[config.mk]
export PLATFORM = sky130hd
export DESIGN_NAME = retire_unit
export DESIGN_NICKNAME = d
export VERILOG_FILES = /design/src/common/retire_pkg.sv /design/src/common/retire_if.sv /design/src/arch_map_table/arch_map_table.sv /design/src/source/freed_reg_queue.sv /design/src/source/retire_merge.sv /design/src/source/retire_unit.sv /design/src/source/tag_cam.sv
export VERILOG_INCLUDE_DIRS = /design/src /design/src/common
export SDC_FILE = /design/constraint.sdc
export NUM_CORES = 2
export LEC_CHECK = 0
export ABC_CLOCK_PERIOD_IN_PS = 3300
export BUFFER_PORTS_ARGS = -buffer_cell sky130_fd_sc_hd__buf_4
export CORE_UTILIZATION = 48
export CTS_CLUSTER_DIAMETER = 120
export CTS_CLUSTER_SIZE = 40
export DETAILED_ROUTE_END_ITERATION = 16
export GPL_TIMING_DRIVEN = 0
export PLACE_DENSITY = 0.64
export REMOVE_ABC_BUFFERS = 1
export SLEW_MARGIN = 10
export SYNTH_ARGS = -nofsm -noshare
export SYNTH_HDL_FRONTEND = slang
export SYNTH_SLANG_ARGS = --single-unit
[constraint.sdc]
create_clock -name clock -period 3.3 [get_ports clock]
set_input_delay 0 -clock clock [delete_from_list [all_inputs] [get_ports clock]]
set_output_delay 0 -clock clock [all_outputs]
set_load 0.02 [all_outputs]
[src/common/retire_config.svh]
`ifndef RETIRE_CONFIG_SVH
`define RETIRE_CONFIG_SVH

// Retire group size of 1 or more ways
`define RETIRE_WIDTH 3

// Architectural register file size
`define NUM_ARCH_REG 32

// Physical register file size
// Must exceed NUM_ARCH_REG so the free queue starts non-empty
`define NUM_PHYS_REG 64

`endif

[src/common/retire_pkg.sv]
package retire_pkg;

	`include "retire_config.svh"

	// Physical register number
	typedef logic [$clog2(`NUM_PHYS_REG)-1:0] phys_tag_t;

	// Architectural register number
	typedef logic [$clog2(`NUM_ARCH_REG)-1:0] arch_idx_t;

	// One retiring instruction as delivered by the ROB
	typedef struct packed {
		logic      valid;
		phys_tag_t t_new;  // Tag written by this instruction
		phys_tag_t t_old;  // Tag it displaced, freed on retire
	} retire_way_t;

	// Tags not held by the architectural map after reset
	localparam int FREE_DEPTH = `NUM_PHYS_REG - `NUM_ARCH_REG;

endpackage

[src/common/retire_if.sv]
`timescale 1ns/10ps
`include "retire_config.svh"

interface retire_if;

	// Map table update, one entry per way after chain merging
	logic [`RETIRE_WIDTH-1:0]                    update_en;
	retire_pkg::phys_tag_t [`RETIRE_WIDTH-1:0]   match_tag;  // Tag to look up in the map
	retire_pkg::phys_tag_t [`RETIRE_WIDTH-1:0]   write_tag;  // Last T_new of the chain

	// Freed physical registers, unmerged
	logic [`RETIRE_WIDTH-1:0]                    freed_valid;
	retire_pkg::phys_tag_t [`RETIRE_WIDTH-1:0]   freed_tag;

	modport stage (
		output update_en, match_tag, write_tag, freed_valid, freed_tag
	);

	modport sink (
		input update_en, match_tag, write_tag, freed_valid, freed_tag
	);

endinterface

[src/arch_map_table/arch_map_table.sv]
`timescale 1ns/10ps
`include "retire_config.svh"

module arch_map_table (
	input  logic                                      clock,
	input  logic                                      reset,
	retire_if.sink                                    upd,
	output retire_pkg::phys_tag_t [`NUM_ARCH_REG-1:0] arch_map
);

	localparam int ENTRIES = `NUM_ARCH_REG;
	localparam int WAYS    = `RETIRE_WIDTH;

	logic [ENTRIES-1:0][WAYS-1:0]        hits;
	retire_pkg::phys_tag_t [ENTRIES-1:0] arch_map_next;

	tag_cam #(
		.ENTRIES  (ENTRIES),
		.SEARCHES (WAYS)
	) map_cam_i (
		.enable      (upd.update_en),
		.search_tags (upd.match_tag),
		.table_tags  (arch_map),
		.hits        (hits)
	);

	always_comb begin
		arch_map_next = arch_map;
		for (int i = 0; i < ENTRIES; i++) begin
			for (int j = 0; j < WAYS; j++) begin
				if (hits[i][j]) begin
					arch_map_next[i] = upd.write_tag[j];  // Highest way wins
				end
			end
		end
	end

	always_ff @(posedge clock) begin
		if (reset) begin
			for (int i = 0; i < ENTRIES; i++) begin
				arch_map[i] <= retire_pkg::phys_tag_t'(i);  // Identity map
			end
		end else begin
			arch_map <= arch_map_next;
		end
	end

endmodule

[src/source/freed_reg_queue.sv]
`timescale 1ns/10ps
`include "retire_config.svh"

module freed_reg_queue (
	input  logic                  clock,
	input  logic                  reset,
	retire_if.sink                push,
	input  logic                  alloc_take,
	output logic                  alloc_valid,
	output retire_pkg::phys_tag_t alloc_tag
);

	localparam int DEPTH = retire_pkg::FREE_DEPTH;
	localparam int WAYS  = `RETIRE_WIDTH;
	localparam int PTR_W = (DEPTH > 1) ? $clog2(DEPTH) : 1;
	localparam int CNT_W = $clog2(DEPTH + 1);
	localparam int NUM_W = $clog2(WAYS + 1);

	retire_pkg::phys_tag_t [DEPTH-1:0] mem;
	logic [PTR_W-1:0]                  head;
	logic [PTR_W-1:0]                  tail;
	logic [CNT_W-1:0]                  count;
	logic                              pop;
	logic [NUM_W-1:0]                  push_num;   // Valid freed tags this cycle
	logic [WAYS-1:0][PTR_W-1:0]        push_slot;  // Compacted write slot per way
	logic [PTR_W-1:0]                  head_next;
	logic [PTR_W-1:0]                  tail_next;

	assign alloc_valid = (count != '0);
	assign alloc_tag   = mem[head];
	assign pop         = alloc_take && alloc_valid;  // Take on empty is ignored

	// Valid ways fill consecutive slots from the tail, lowest way first
	always_comb begin
		push_num = '0;
		for (int w = 0; w < WAYS; w++) begin
			push_slot[w] = PTR_W'((int'(tail) + int'(push_num)) % DEPTH);
			if (push.freed_valid[w]) begin
				push_num = push_num + NUM_W'(1);
			end
		end
		tail_next = PTR_W'((int'(tail) + int'(push_num)) % DEPTH);
		head_next = PTR_W'((int'(head) + 1) % DEPTH);
	end

	always_ff @(posedge clock) begin
		if (reset) begin
			// Tags above the arch range start out free
			for (int i = 0; i < DEPTH; i++) begin
				mem[i] <= retire_pkg::phys_tag_t'(`NUM_ARCH_REG + i);
			end
			head  <= '0;
			tail  <= '0;  // Full, so tail wraps onto head
			count <= CNT_W'(DEPTH);
		end else begin
			for (int w = 0; w < WAYS; w++) begin
				if (push.freed_valid[w]) begin
					mem[push_slot[w]] <= push.freed_tag[w];
				end
			end
			if (pop) begin
				head <= head_next;
			end
			tail  <= tail_next;
			count <= count + CNT_W'(push_num) - CNT_W'(pop);
		end
	end

endmodule

[src/source/retire_merge.sv]
`timescale 1ns/10ps
`include "retire_config.svh"

module retire_merge (
	input  logic                                      clock,
	input  logic                                      reset,
	input  logic [`RETIRE_WIDTH-1:0]                  retire_valid,
	input  retire_pkg::phys_tag_t [`RETIRE_WIDTH-1:0] retire_t_new,
	input  retire_pkg::phys_tag_t [`RETIRE_WIDTH-1:0] retire_t_old,
	retire_if.stage                                   out
);

	localparam int WAYS = `RETIRE_WIDTH;

	retire_pkg::retire_way_t [WAYS-1:0] group;
	logic [WAYS-1:0]                    absorbed;   // Way continues an earlier way's chain
	retire_pkg::phys_tag_t [WAYS-1:0]   chain_tag;  // Final T_new reached from each way

	always_comb begin
		for (int w = 0; w < WAYS; w++) begin
			group[w].valid = retire_valid[w];
			group[w].t_new = retire_t_new[w];
			group[w].t_old = retire_t_old[w];
		end
	end

	// A later way whose T_old is an earlier way's T_new renames the same
	// arch register again. The earlier way keeps the lookup, since its T_old
	// is the tag still sitting in the map, and takes the later T_new.
	always_comb begin
		for (int j = 0; j < WAYS; j++) begin
			absorbed[j] = 1'b0;
			for (int k = 0; k < j; k++) begin
				if (group[k].valid && (group[k].t_new == group[j].t_old)) begin
					absorbed[j] = 1'b1;
				end
			end
		end
	end

	// Follow the chain forward in way order
	always_comb begin
		for (int j = 0; j < WAYS; j++) begin
			chain_tag[j] = group[j].t_new;
			for (int k = j + 1; k < WAYS; k++) begin
				if (group[k].valid && (group[k].t_old == chain_tag[j])) begin
					chain_tag[j] = group[k].t_new;
				end
			end
		end
	end

	always_ff @(posedge clock) begin
		if (reset) begin
			out.update_en   <= '0;
			out.freed_valid <= '0;
		end else begin
			for (int w = 0; w < WAYS; w++) begin
				out.update_en[w]   <= group[w].valid & ~absorbed[w];
				out.freed_valid[w] <= group[w].valid;  // Every retired T_old is freed
			end
		end
	end

	always_ff @(posedge clock) begin
		for (int w = 0; w < WAYS; w++) begin
			out.match_tag[w] <= group[w].t_old;
			out.write_tag[w] <= chain_tag[w];
			out.freed_tag[w] <= group[w].t_old;
		end
	end

endmodule

[src/source/retire_unit.sv]
`timescale 1ns/10ps
`include "retire_config.svh"

module retire_unit (
	input  logic                                      clock,
	input  logic                                      reset,
	input  logic [`RETIRE_WIDTH-1:0]                  retire_valid,
	input  retire_pkg::phys_tag_t [`RETIRE_WIDTH-1:0] retire_t_new,
	input  retire_pkg::phys_tag_t [`RETIRE_WIDTH-1:0] retire_t_old,
	input  logic                                      alloc_take,
	output logic                                      alloc_valid,
	output retire_pkg::phys_tag_t                     alloc_tag,
	output retire_pkg::phys_tag_t [`NUM_ARCH_REG-1:0] arch_map
);

	// Merged group between the two pipeline stages
	retire_if merged_if ();

	retire_merge retire_merge_i (
		.clock        (clock),
		.reset        (reset),
		.retire_valid (retire_valid),
		.retire_t_new (retire_t_new),
		.retire_t_old (retire_t_old),
		.out          (merged_if.stage)
	);

	arch_map_table arch_map_table_i (
		.clock    (clock),
		.reset    (reset),
		.upd      (merged_if.sink),
		.arch_map (arch_map)
	);

	freed_reg_queue freed_reg_queue_i (
		.clock       (clock),
		.reset       (reset),
		.push        (merged_if.sink),
		.alloc_take  (alloc_take),
		.alloc_valid (alloc_valid),
		.alloc_tag   (alloc_tag)
	);

endmodule

[src/source/tag_cam.sv]
`timescale 1ns/10ps
`include "retire_config.svh"

module tag_cam #(
	parameter int ENTRIES  = `NUM_ARCH_REG,
	parameter int SEARCHES = `RETIRE_WIDTH
) (
	input  logic [SEARCHES-1:0]                  enable,
	input  retire_pkg::phys_tag_t [SEARCHES-1:0] search_tags,
	input  retire_pkg::phys_tag_t [ENTRIES-1:0]  table_tags,
	output logic [ENTRIES-1:0][SEARCHES-1:0]     hits
);

	// Every entry compared against every search port in parallel
	always_comb begin
		for (int i = 0; i < ENTRIES; i++) begin
			for (int j = 0; j < SEARCHES; j++) begin
				hits[i][j] = enable[j] && (search_tags[j] == table_tags[i]);
			end
		end
	end

endmodule

Word level (Yosys, flattened, before mapping)
Index checks and enable logic that the tools add are counted.

storage, ports and cells
  output and inout port bits = 199
  input port bits = 42
  word-level logic and storage cells = 456
  register bits = 442

operators by class
  bitwise operators = 4
  reduce and logical (&&, ||, !) cells = 139
  multiplexer cells = 121
  $lt $le $gt $ge = 7
  equality and inequality tests = 102
  add/subtract/negate cells = 8

operator list
  operator             count
  $mux 192             5
  $mux 6               103
  $eq 6x6->1           102
  $bwmux 192           3
  $logic_and 1x1->1    106
  $reduce_bool 3->1    32
  $demux 6 s5          3
  $bmux 6 s5           1
  $lt 5x6->1 const B   4
  $ge 5x1->1 const B   3
  $add 5x2->5          2
  $add 6x2->6          1
  $reduce_bool 6->1    1
  $sub 6x1->6          1
  $add 5x1->5          1
  $add 5x1->5 const B  1
  $mux 1               4
  $mux 2               2
  $add 1x1->2 const B  1
  $add 2x1->2 const B  1
  $and 1x1->1          2
  $not 1->1            2

Depth between registers and ports, before layout
  depth after elaboration = 12
  gate-level depth with buffers = 14
  mapped depth without buffers = 13

Modules after synthesis
A second synthesis with hierarchy kept.

second synthesis, totals
  cell total of the unflattened synthesis = 3925
  area, all modules = 33950.1 um^2

modules (own cells, without submodules)
  module           seq. area each (um^2)  cells each  area an instance (um^2)  times used
  freed_reg_queue  4164.0                 1723        14146.1                  1
  arch_map_table   3843.7                 1202        10428.8                  1
  tag_cam          0.0                    849         7709.9                   1
  retire_merge     820.8                  151         1665.3                   1

Worst setup path after synthesis
OpenSTA, ideal clock, no wires.

  path type = register to register
  start point = reg retire_merge_i.out.freed_valid[0]
  end point = reg freed_reg_queue_i.mem[136] (netlist name)
  arrival = 3.051 ns
  path buffers = 3
  setup slack = 0.129 ns
  clock period less this slack = 3.171 ns
  cell stages (with the launch flop) = 13
  cell sequence = dfxtp_1 -> buf_2 -> inv_1 -> ha_1 -> ha_1 -> fa_1 -> nand2_1 -> or2_2 -> clkbuf_1 -> nor3_1 -> clkbuf_1 -> a211oi_1 -> a211o_1

on the way
  cells in the longest elaborated chain, start to end = 11
  elaborated cells on any way between the ends = 22
  classes of those cells = add/sub (3); order compare (4); mux (13); reduce/logical (2)

RTL lines
  what                                                                   RTL line               text
  start: declaration                                                     retire_if.sv:16        output update_en, match_tag, write_tag, freed_valid, freed_tag
  start signal: indexed assignment                                       retire_merge.sv:60     out.freed_valid[w] <= group[w].valid;
  $mux 1                                                                 freed_reg_queue.sv:38  if (push.freed_valid[w]) begin
  $add 5x1->5                                                            freed_reg_queue.sv:37  push_slot[w] = PTR_W'((int'(tail) + int'(push_num)) % DEPTH);
  $lt 5x6->1 (implied by the code) / $ge 5x1->1 (equally long branches)  freed_reg_queue.sv:58  mem[push_slot[w]] <= push.freed_tag[w];
  $logic_and 1x1->1 (implied by the code)                                freed_reg_queue.sv:58
  $mux 6 (implied by the code)                                           freed_reg_queue.sv:58
  $demux 6 s5                                                            n/a
  $bwmux 192                                                             freed_reg_queue.sv:58
  $mux 192                                                               freed_reg_queue.sv:57  if (push.freed_valid[w]) begin
  $mux 192                                                               freed_reg_queue.sv:47  if (reset) begin
  $bwmux 192                                                             freed_reg_queue.sv:58
  $mux 192 *                                                             freed_reg_queue.sv:57
  end signal: indexed assignment                                         freed_reg_queue.sv:50  mem[i] <= retire_pkg::phys_tag_t'(`NUM_ARCH_REG + i);
  end signal: indexed assignment                                         freed_reg_queue.sv:58
  end: declaration                                                       freed_reg_queue.sv:19  retire_pkg::phys_tag_t [DEPTH-1:0] mem;

Every way passes the cells marked *; elsewhere a longest branch is shown, timed or not. The select of a mux whose other input is x is not followed.
A chain may end at the register's enable or synchronous reset.

Worst setup path after layout
  start point = reg retire_merge_i.out.freed_valid[0]
  end point = reg freed_reg_queue_i.mem[14] (netlist name)

The elaborated chain is that of the path after synthesis.

==> results.txt <==
The iteration-0 DRC count of the detailed router is 3498, and the area after detailed placement is 34800 µm². Detailed routing inserted a total of 31618 vias. The logs give 16 for the number of CTS-inserted buffers and 27.5 ps for the worst setup skew after layout. The congestion estimate from routability-driven global placement came to 0.900. Once layout is done, the placed cells without fillers occupy 36300 µm².

The worst max-slew margin expressed relative to the limit is 0.0704. Switching power: 4.21 mW. The share of synthesized registers carrying an async set or reset works out to 0. The run gives 1 as the total number of H-tree levels.

The distinct cell type count of the synthesized netlist is 77. The highest achievable clock rate is 307 MHz. After legalization and detailed placement, the total HPWL measured 80400 µm.

The source-to-sink clock delay at the later pin of the worst-skew pair is 600 ps. For the hold slack, the log shows 59.6 ps. The logs give 0.485 for the initial core utilization and 3760 ps for the critical path data required time. STA classifies the critical path startpoint as a flip-flop. The largest individual stage delay along the critical path comes from the cell sky130_fd_sc_hd__fa_2. 241 I/O pins were placed.

The first TritonRoute pass finished after 8 iterations. Clock-pin slew was measured on the worst setup and hold paths at 160 ps. The floorplan step set the die width to 262 µm.

The tools report the number of buffers between clock root and the deepest sink as 3. The number of enable-type register cells in the synthesized netlist is 0. The signal on the critical path passes through clkinvlp_4, ha_1, ha_1, fa_2, nand2_2, or2_4, or3_4, nand2_1, o22ai_1. The tool flagged a number of max-cap violations equal to 0. The run gives 0.234 as the logic gate share of total power. The tools report the critical path capture point type as a flip-flop. The number of I/O port buffers was 240. Category of the critical setup timing path: reg2reg.

The number of hold violations in the final report was 0. For the overall power after layout, the log shows 11.9 mW. For the overall fraction of global-route tracks in use, the log shows 0.366.

The first global-routing pass estimated 191000 µm of wire. The post-synthesis register bit count came out at 441. Die height: 262 µm.

For the portion of total power attributed to the clock network, the log shows 0.259. Wires add up to 131000 µm. The DRC violation count after routing came out at 0. The number of placement rows came out at 95. The region available for standard cell placement spans 67000 µm². Dividing the detail-routed via count by the number of cells gives 6.66.

Sequential share of power: 0.506. The average wire per cell in the routed design was 27.5 µm. For the post-route antenna net violation count, the log shows 0. For this run, the leading register cell type out of synthesis is sky130_fd_sc_hd__dfxtp_1. The path class of the lowest-slack min-delay path was in2reg. The tree is rooted in a sky130_fd_sc_hd__clkbuf_16.

The post-route fraction of the period consumed by the critical path is 0.988, and the final layout net count is 3925. For the total setup violations reported at the end of the flow, the log shows 0. Setup repair after global routing could not meet its margin everywhere. The internal power came out at 7.69 mW. The flow ran to the end, and the final reports show no timing, DRC or antenna violations. The initial antenna violation count was 1. Entering global routing, the biggest net connects 120 pins. Data arrives at the worst endpoint at 3720 ps. The die covers 68700 µm². For the final-layout fill cell count, the log shows 6214. Summing every instance area after synthesis gives 32500 µm².

The largest vdd supply drop is 0.396 mV. Power density normalized to cell area: 327 nW/µm². TritonCTS built the clock tree. Dividing the synthesized area by the synthesized cell count gives 8.43 µm².

The switching portion of total power came out at 0.354. For this design the static power due to leakage is 12.8 nW. The slew at the pin closest to its max-slew limit came out at 1390 ps. In this design, the critical path's most frequently occurring cell is sky130_fd_sc_hd__ha_1. The fraction of final layout cells with drive strength greater than 1 is 0.162. The sequential fraction of the synthesis area was 0.272; the post-route minimum period was 3260 ps. For the via count of the first global-routing pass, the log shows 29363. For this run the aggregate overflow at the end of global routing stands at 0. Number of warnings printed during yosys synthesis: 0. Counting every instance in the synthesized netlist gives 3854. The run gives 0 as the number of pins with negative max-slew slack in the final report.

Compared with the post-synthesis result, the final layout area differs by 11.8%. Maximum net fanout on the critical path: 7. The delay of the slowest cell on the worst path works out to 680 ps.

The clock net in this run drives a total of 441 sinks.
## cells in the final DEF, fill, tap and decap left out, types with 105 or more instances in the layout
cell type                 Yosys  layout
sky130_fd_sc_hd__a211o_1    108     108
sky130_fd_sc_hd__o21ai_0    339     334
sky130_fd_sc_hd__mux2i_1    266     266
sky130_fd_sc_hd__xnor2_1    346     346
sky130_fd_sc_hd__nand2_1    250     247
sky130_fd_sc_hd__nand3_1    126     124
sky130_fd_sc_hd__xor2_1     256     256
sky130_fd_sc_hd__a21oi_1    209     209
sky130_fd_sc_hd__o22ai_1    105     105
sky130_fd_sc_hd__buf_4       24     272
sky130_fd_sc_hd__dfxtp_1    441     398
sky130_fd_sc_hd__nor2_1     189     182
## per-layer routing
layer | part of all wire | track usage | vias up
li1 | - | - | 13954
met1 | 0.39 | 0.471 | 15153
met2 | 0.45 | 0.581 | 1994
met3 | 0.10 | 0.0690 | 517
met4 | 0.059 | 0.193 | 0
met5 | 0 | 0 | -
## final cells by class
class                   instances  area, µm²  share of cell area
diodes                          1       2.50           0.0000689
clock buffers                  21        450              0.0124
clock inverters                 7       95.1             0.00262
inverters                      59        230             0.00634
multi-input cells            2979      22000               0.605
flip-flops and latches        441       8930               0.246
well taps                     873       1090              0.0301
repair buffers                365       3550              0.0978
## path summary, 6_finish.rpt
check	start	to	slack, ps	depth (start not counted)
hold / removal	retire_t_old[5]	retire_merge_i.out.match_tag[5]	60	2
setup reg to reg	retire_merge_i.out.freed_valid[0]	freed_reg_queue_i.mem[14]	40	9
hold reg to reg	arch_map_table_i.arch_map[34]	arch_map_table_i.arch_map[34]	560	2
setup / recovery	retire_merge_i.out.freed_valid[0]	freed_reg_queue_i.mem[14]	40	9
## cells in the mapped netlist, drive strengths merged (5+ instances only)
| library cell | n | area [µm²] |
|---|---|---|
| a2111oi | 14 | 179 |
| a211o | 108 | 946 |
| a211oi | 55 | 418 |
| a21o | 6 | 45.0 |
| a21oi | 212 | 1070 |
| a221oi | 17 | 149 |
| a22oi | 12 | 90.1 |
| a31oi | 12 | 75.1 |
| and2 | 30 | 188 |
| and3 | 18 | 113 |
| buf | 145 | 900 |
| clkbuf | 230 | 863 |
| dfxtp | 441 | 8830 |
| ha | 18 | 225 |
| inv | 57 | 214 |
| mux2 | 41 | 462 |
| mux2i | 266 | 2660 |
| mux4 | 60 | 1350 |
| nand2 | 250 | 938 |
| nand2b | 17 | 106 |
| nand3 | 126 | 631 |
| nand3b | 9 | 83.8 |
| nand4 | 101 | 632 |
| nor2 | 205 | 810 |
| nor2b | 17 | 106 |
| nor3 | 62 | 345 |
| nor3b | 7 | 67.6 |
| nor4 | 52 | 586 |
| o211a | 5 | 50.1 |
| o211ai | 59 | 443 |
| o21ai | 343 | 1720 |
| o221ai | 19 | 166 |
| o22ai | 105 | 657 |
| o31ai | 8 | 60.1 |
| o32ai | 5 | 43.8 |
| or2 | 11 | 68.8 |
| or3 | 27 | 169 |
| or4 | 38 | 285 |
| xnor2 | 350 | 3100 |
| xor2 | 258 | 2270 |
## critical path: cells and delay by family, from the launching register on
family | cells | cell delay (ps)
adders and majority gates | 3 | 1270
and+or+nand+nor | 4 | 1060
AOI/OAI and AO/OA | 1 | 120
buffers and inverters | 1 | 180
DFF | 1 | 480
## metrics by stage
step	worst slack (ps)	instances	utilization	setup TNS, ps
final	39.7	4746	0.542	0
after detailed placement	-1210	4640	0.519	-130760
after floorplan	-544	3479	-	-25860
after CTS	-15.6	4730	0.539	-15.6
after global placement	-5060	4592	0.501	-1261680
after global routing	-54.7	4745	0.542	-149
## what timing repair did
item,in CTS,in global routing
endpoints found under the setup margin,199,113
gates resized for setup,45,13
pin swaps,8,8
setup buffers,17,15
endpoints found under the hold margin,66,0
hold buffers,45,0
## kinds of logic (layout without fill, tap and decap cells)
kind of cell | count (synthesis) | in the layout | share of synthesized area
flip-flops | 441 | 441 | 0.272
AND/OR/NAND/NOR | 977 | 977 | 0.160
XOR/XNOR | 608 | 608 | 0.165
adder cells (fa/ha/maj) | 21 | 21 | 0.00878
buffers and inverters | 434 | 452 | 0.0611
AO/OA/AOI/OAI | 1006 | 1006 | 0.195
multiplexers | 367 | 367 | 0.138
other | 0 | 1 | 0
## power by group through the flow
stage | clock network [mW] | logic (mW) | registers (mW)
2_1_floorplan | 0 | 1.44 | 6.07
3_3_place_gp | 0 | 2.07 | 6.52
3_5_place_dp | 0 | 2.57 | 6.12
4_1_cts | 3.07 | 2.70 | 5.99
5_1_grt | 3.22 | 2.95 | 6.03
6_report | 3.08 | 2.79 | 6.02
## flip-flops by register name, indices dropped and copies added, names as in the netlist
name / flops
retire_merge_i.out.match_tag: 18
retire_merge_i.out.freed_valid: 3
freed_reg_queue_i.tail: 5
freed_reg_queue_i.head: 5
retire_merge_i.out.update_en: 2
arch_map_table_i.arch_map: 192
retire_merge_i.out.write_tag: 18
freed_reg_queue_i.mem: 192
freed_reg_queue_i.count: 6
No activity file was read; power rests on OpenSTA's default activity.
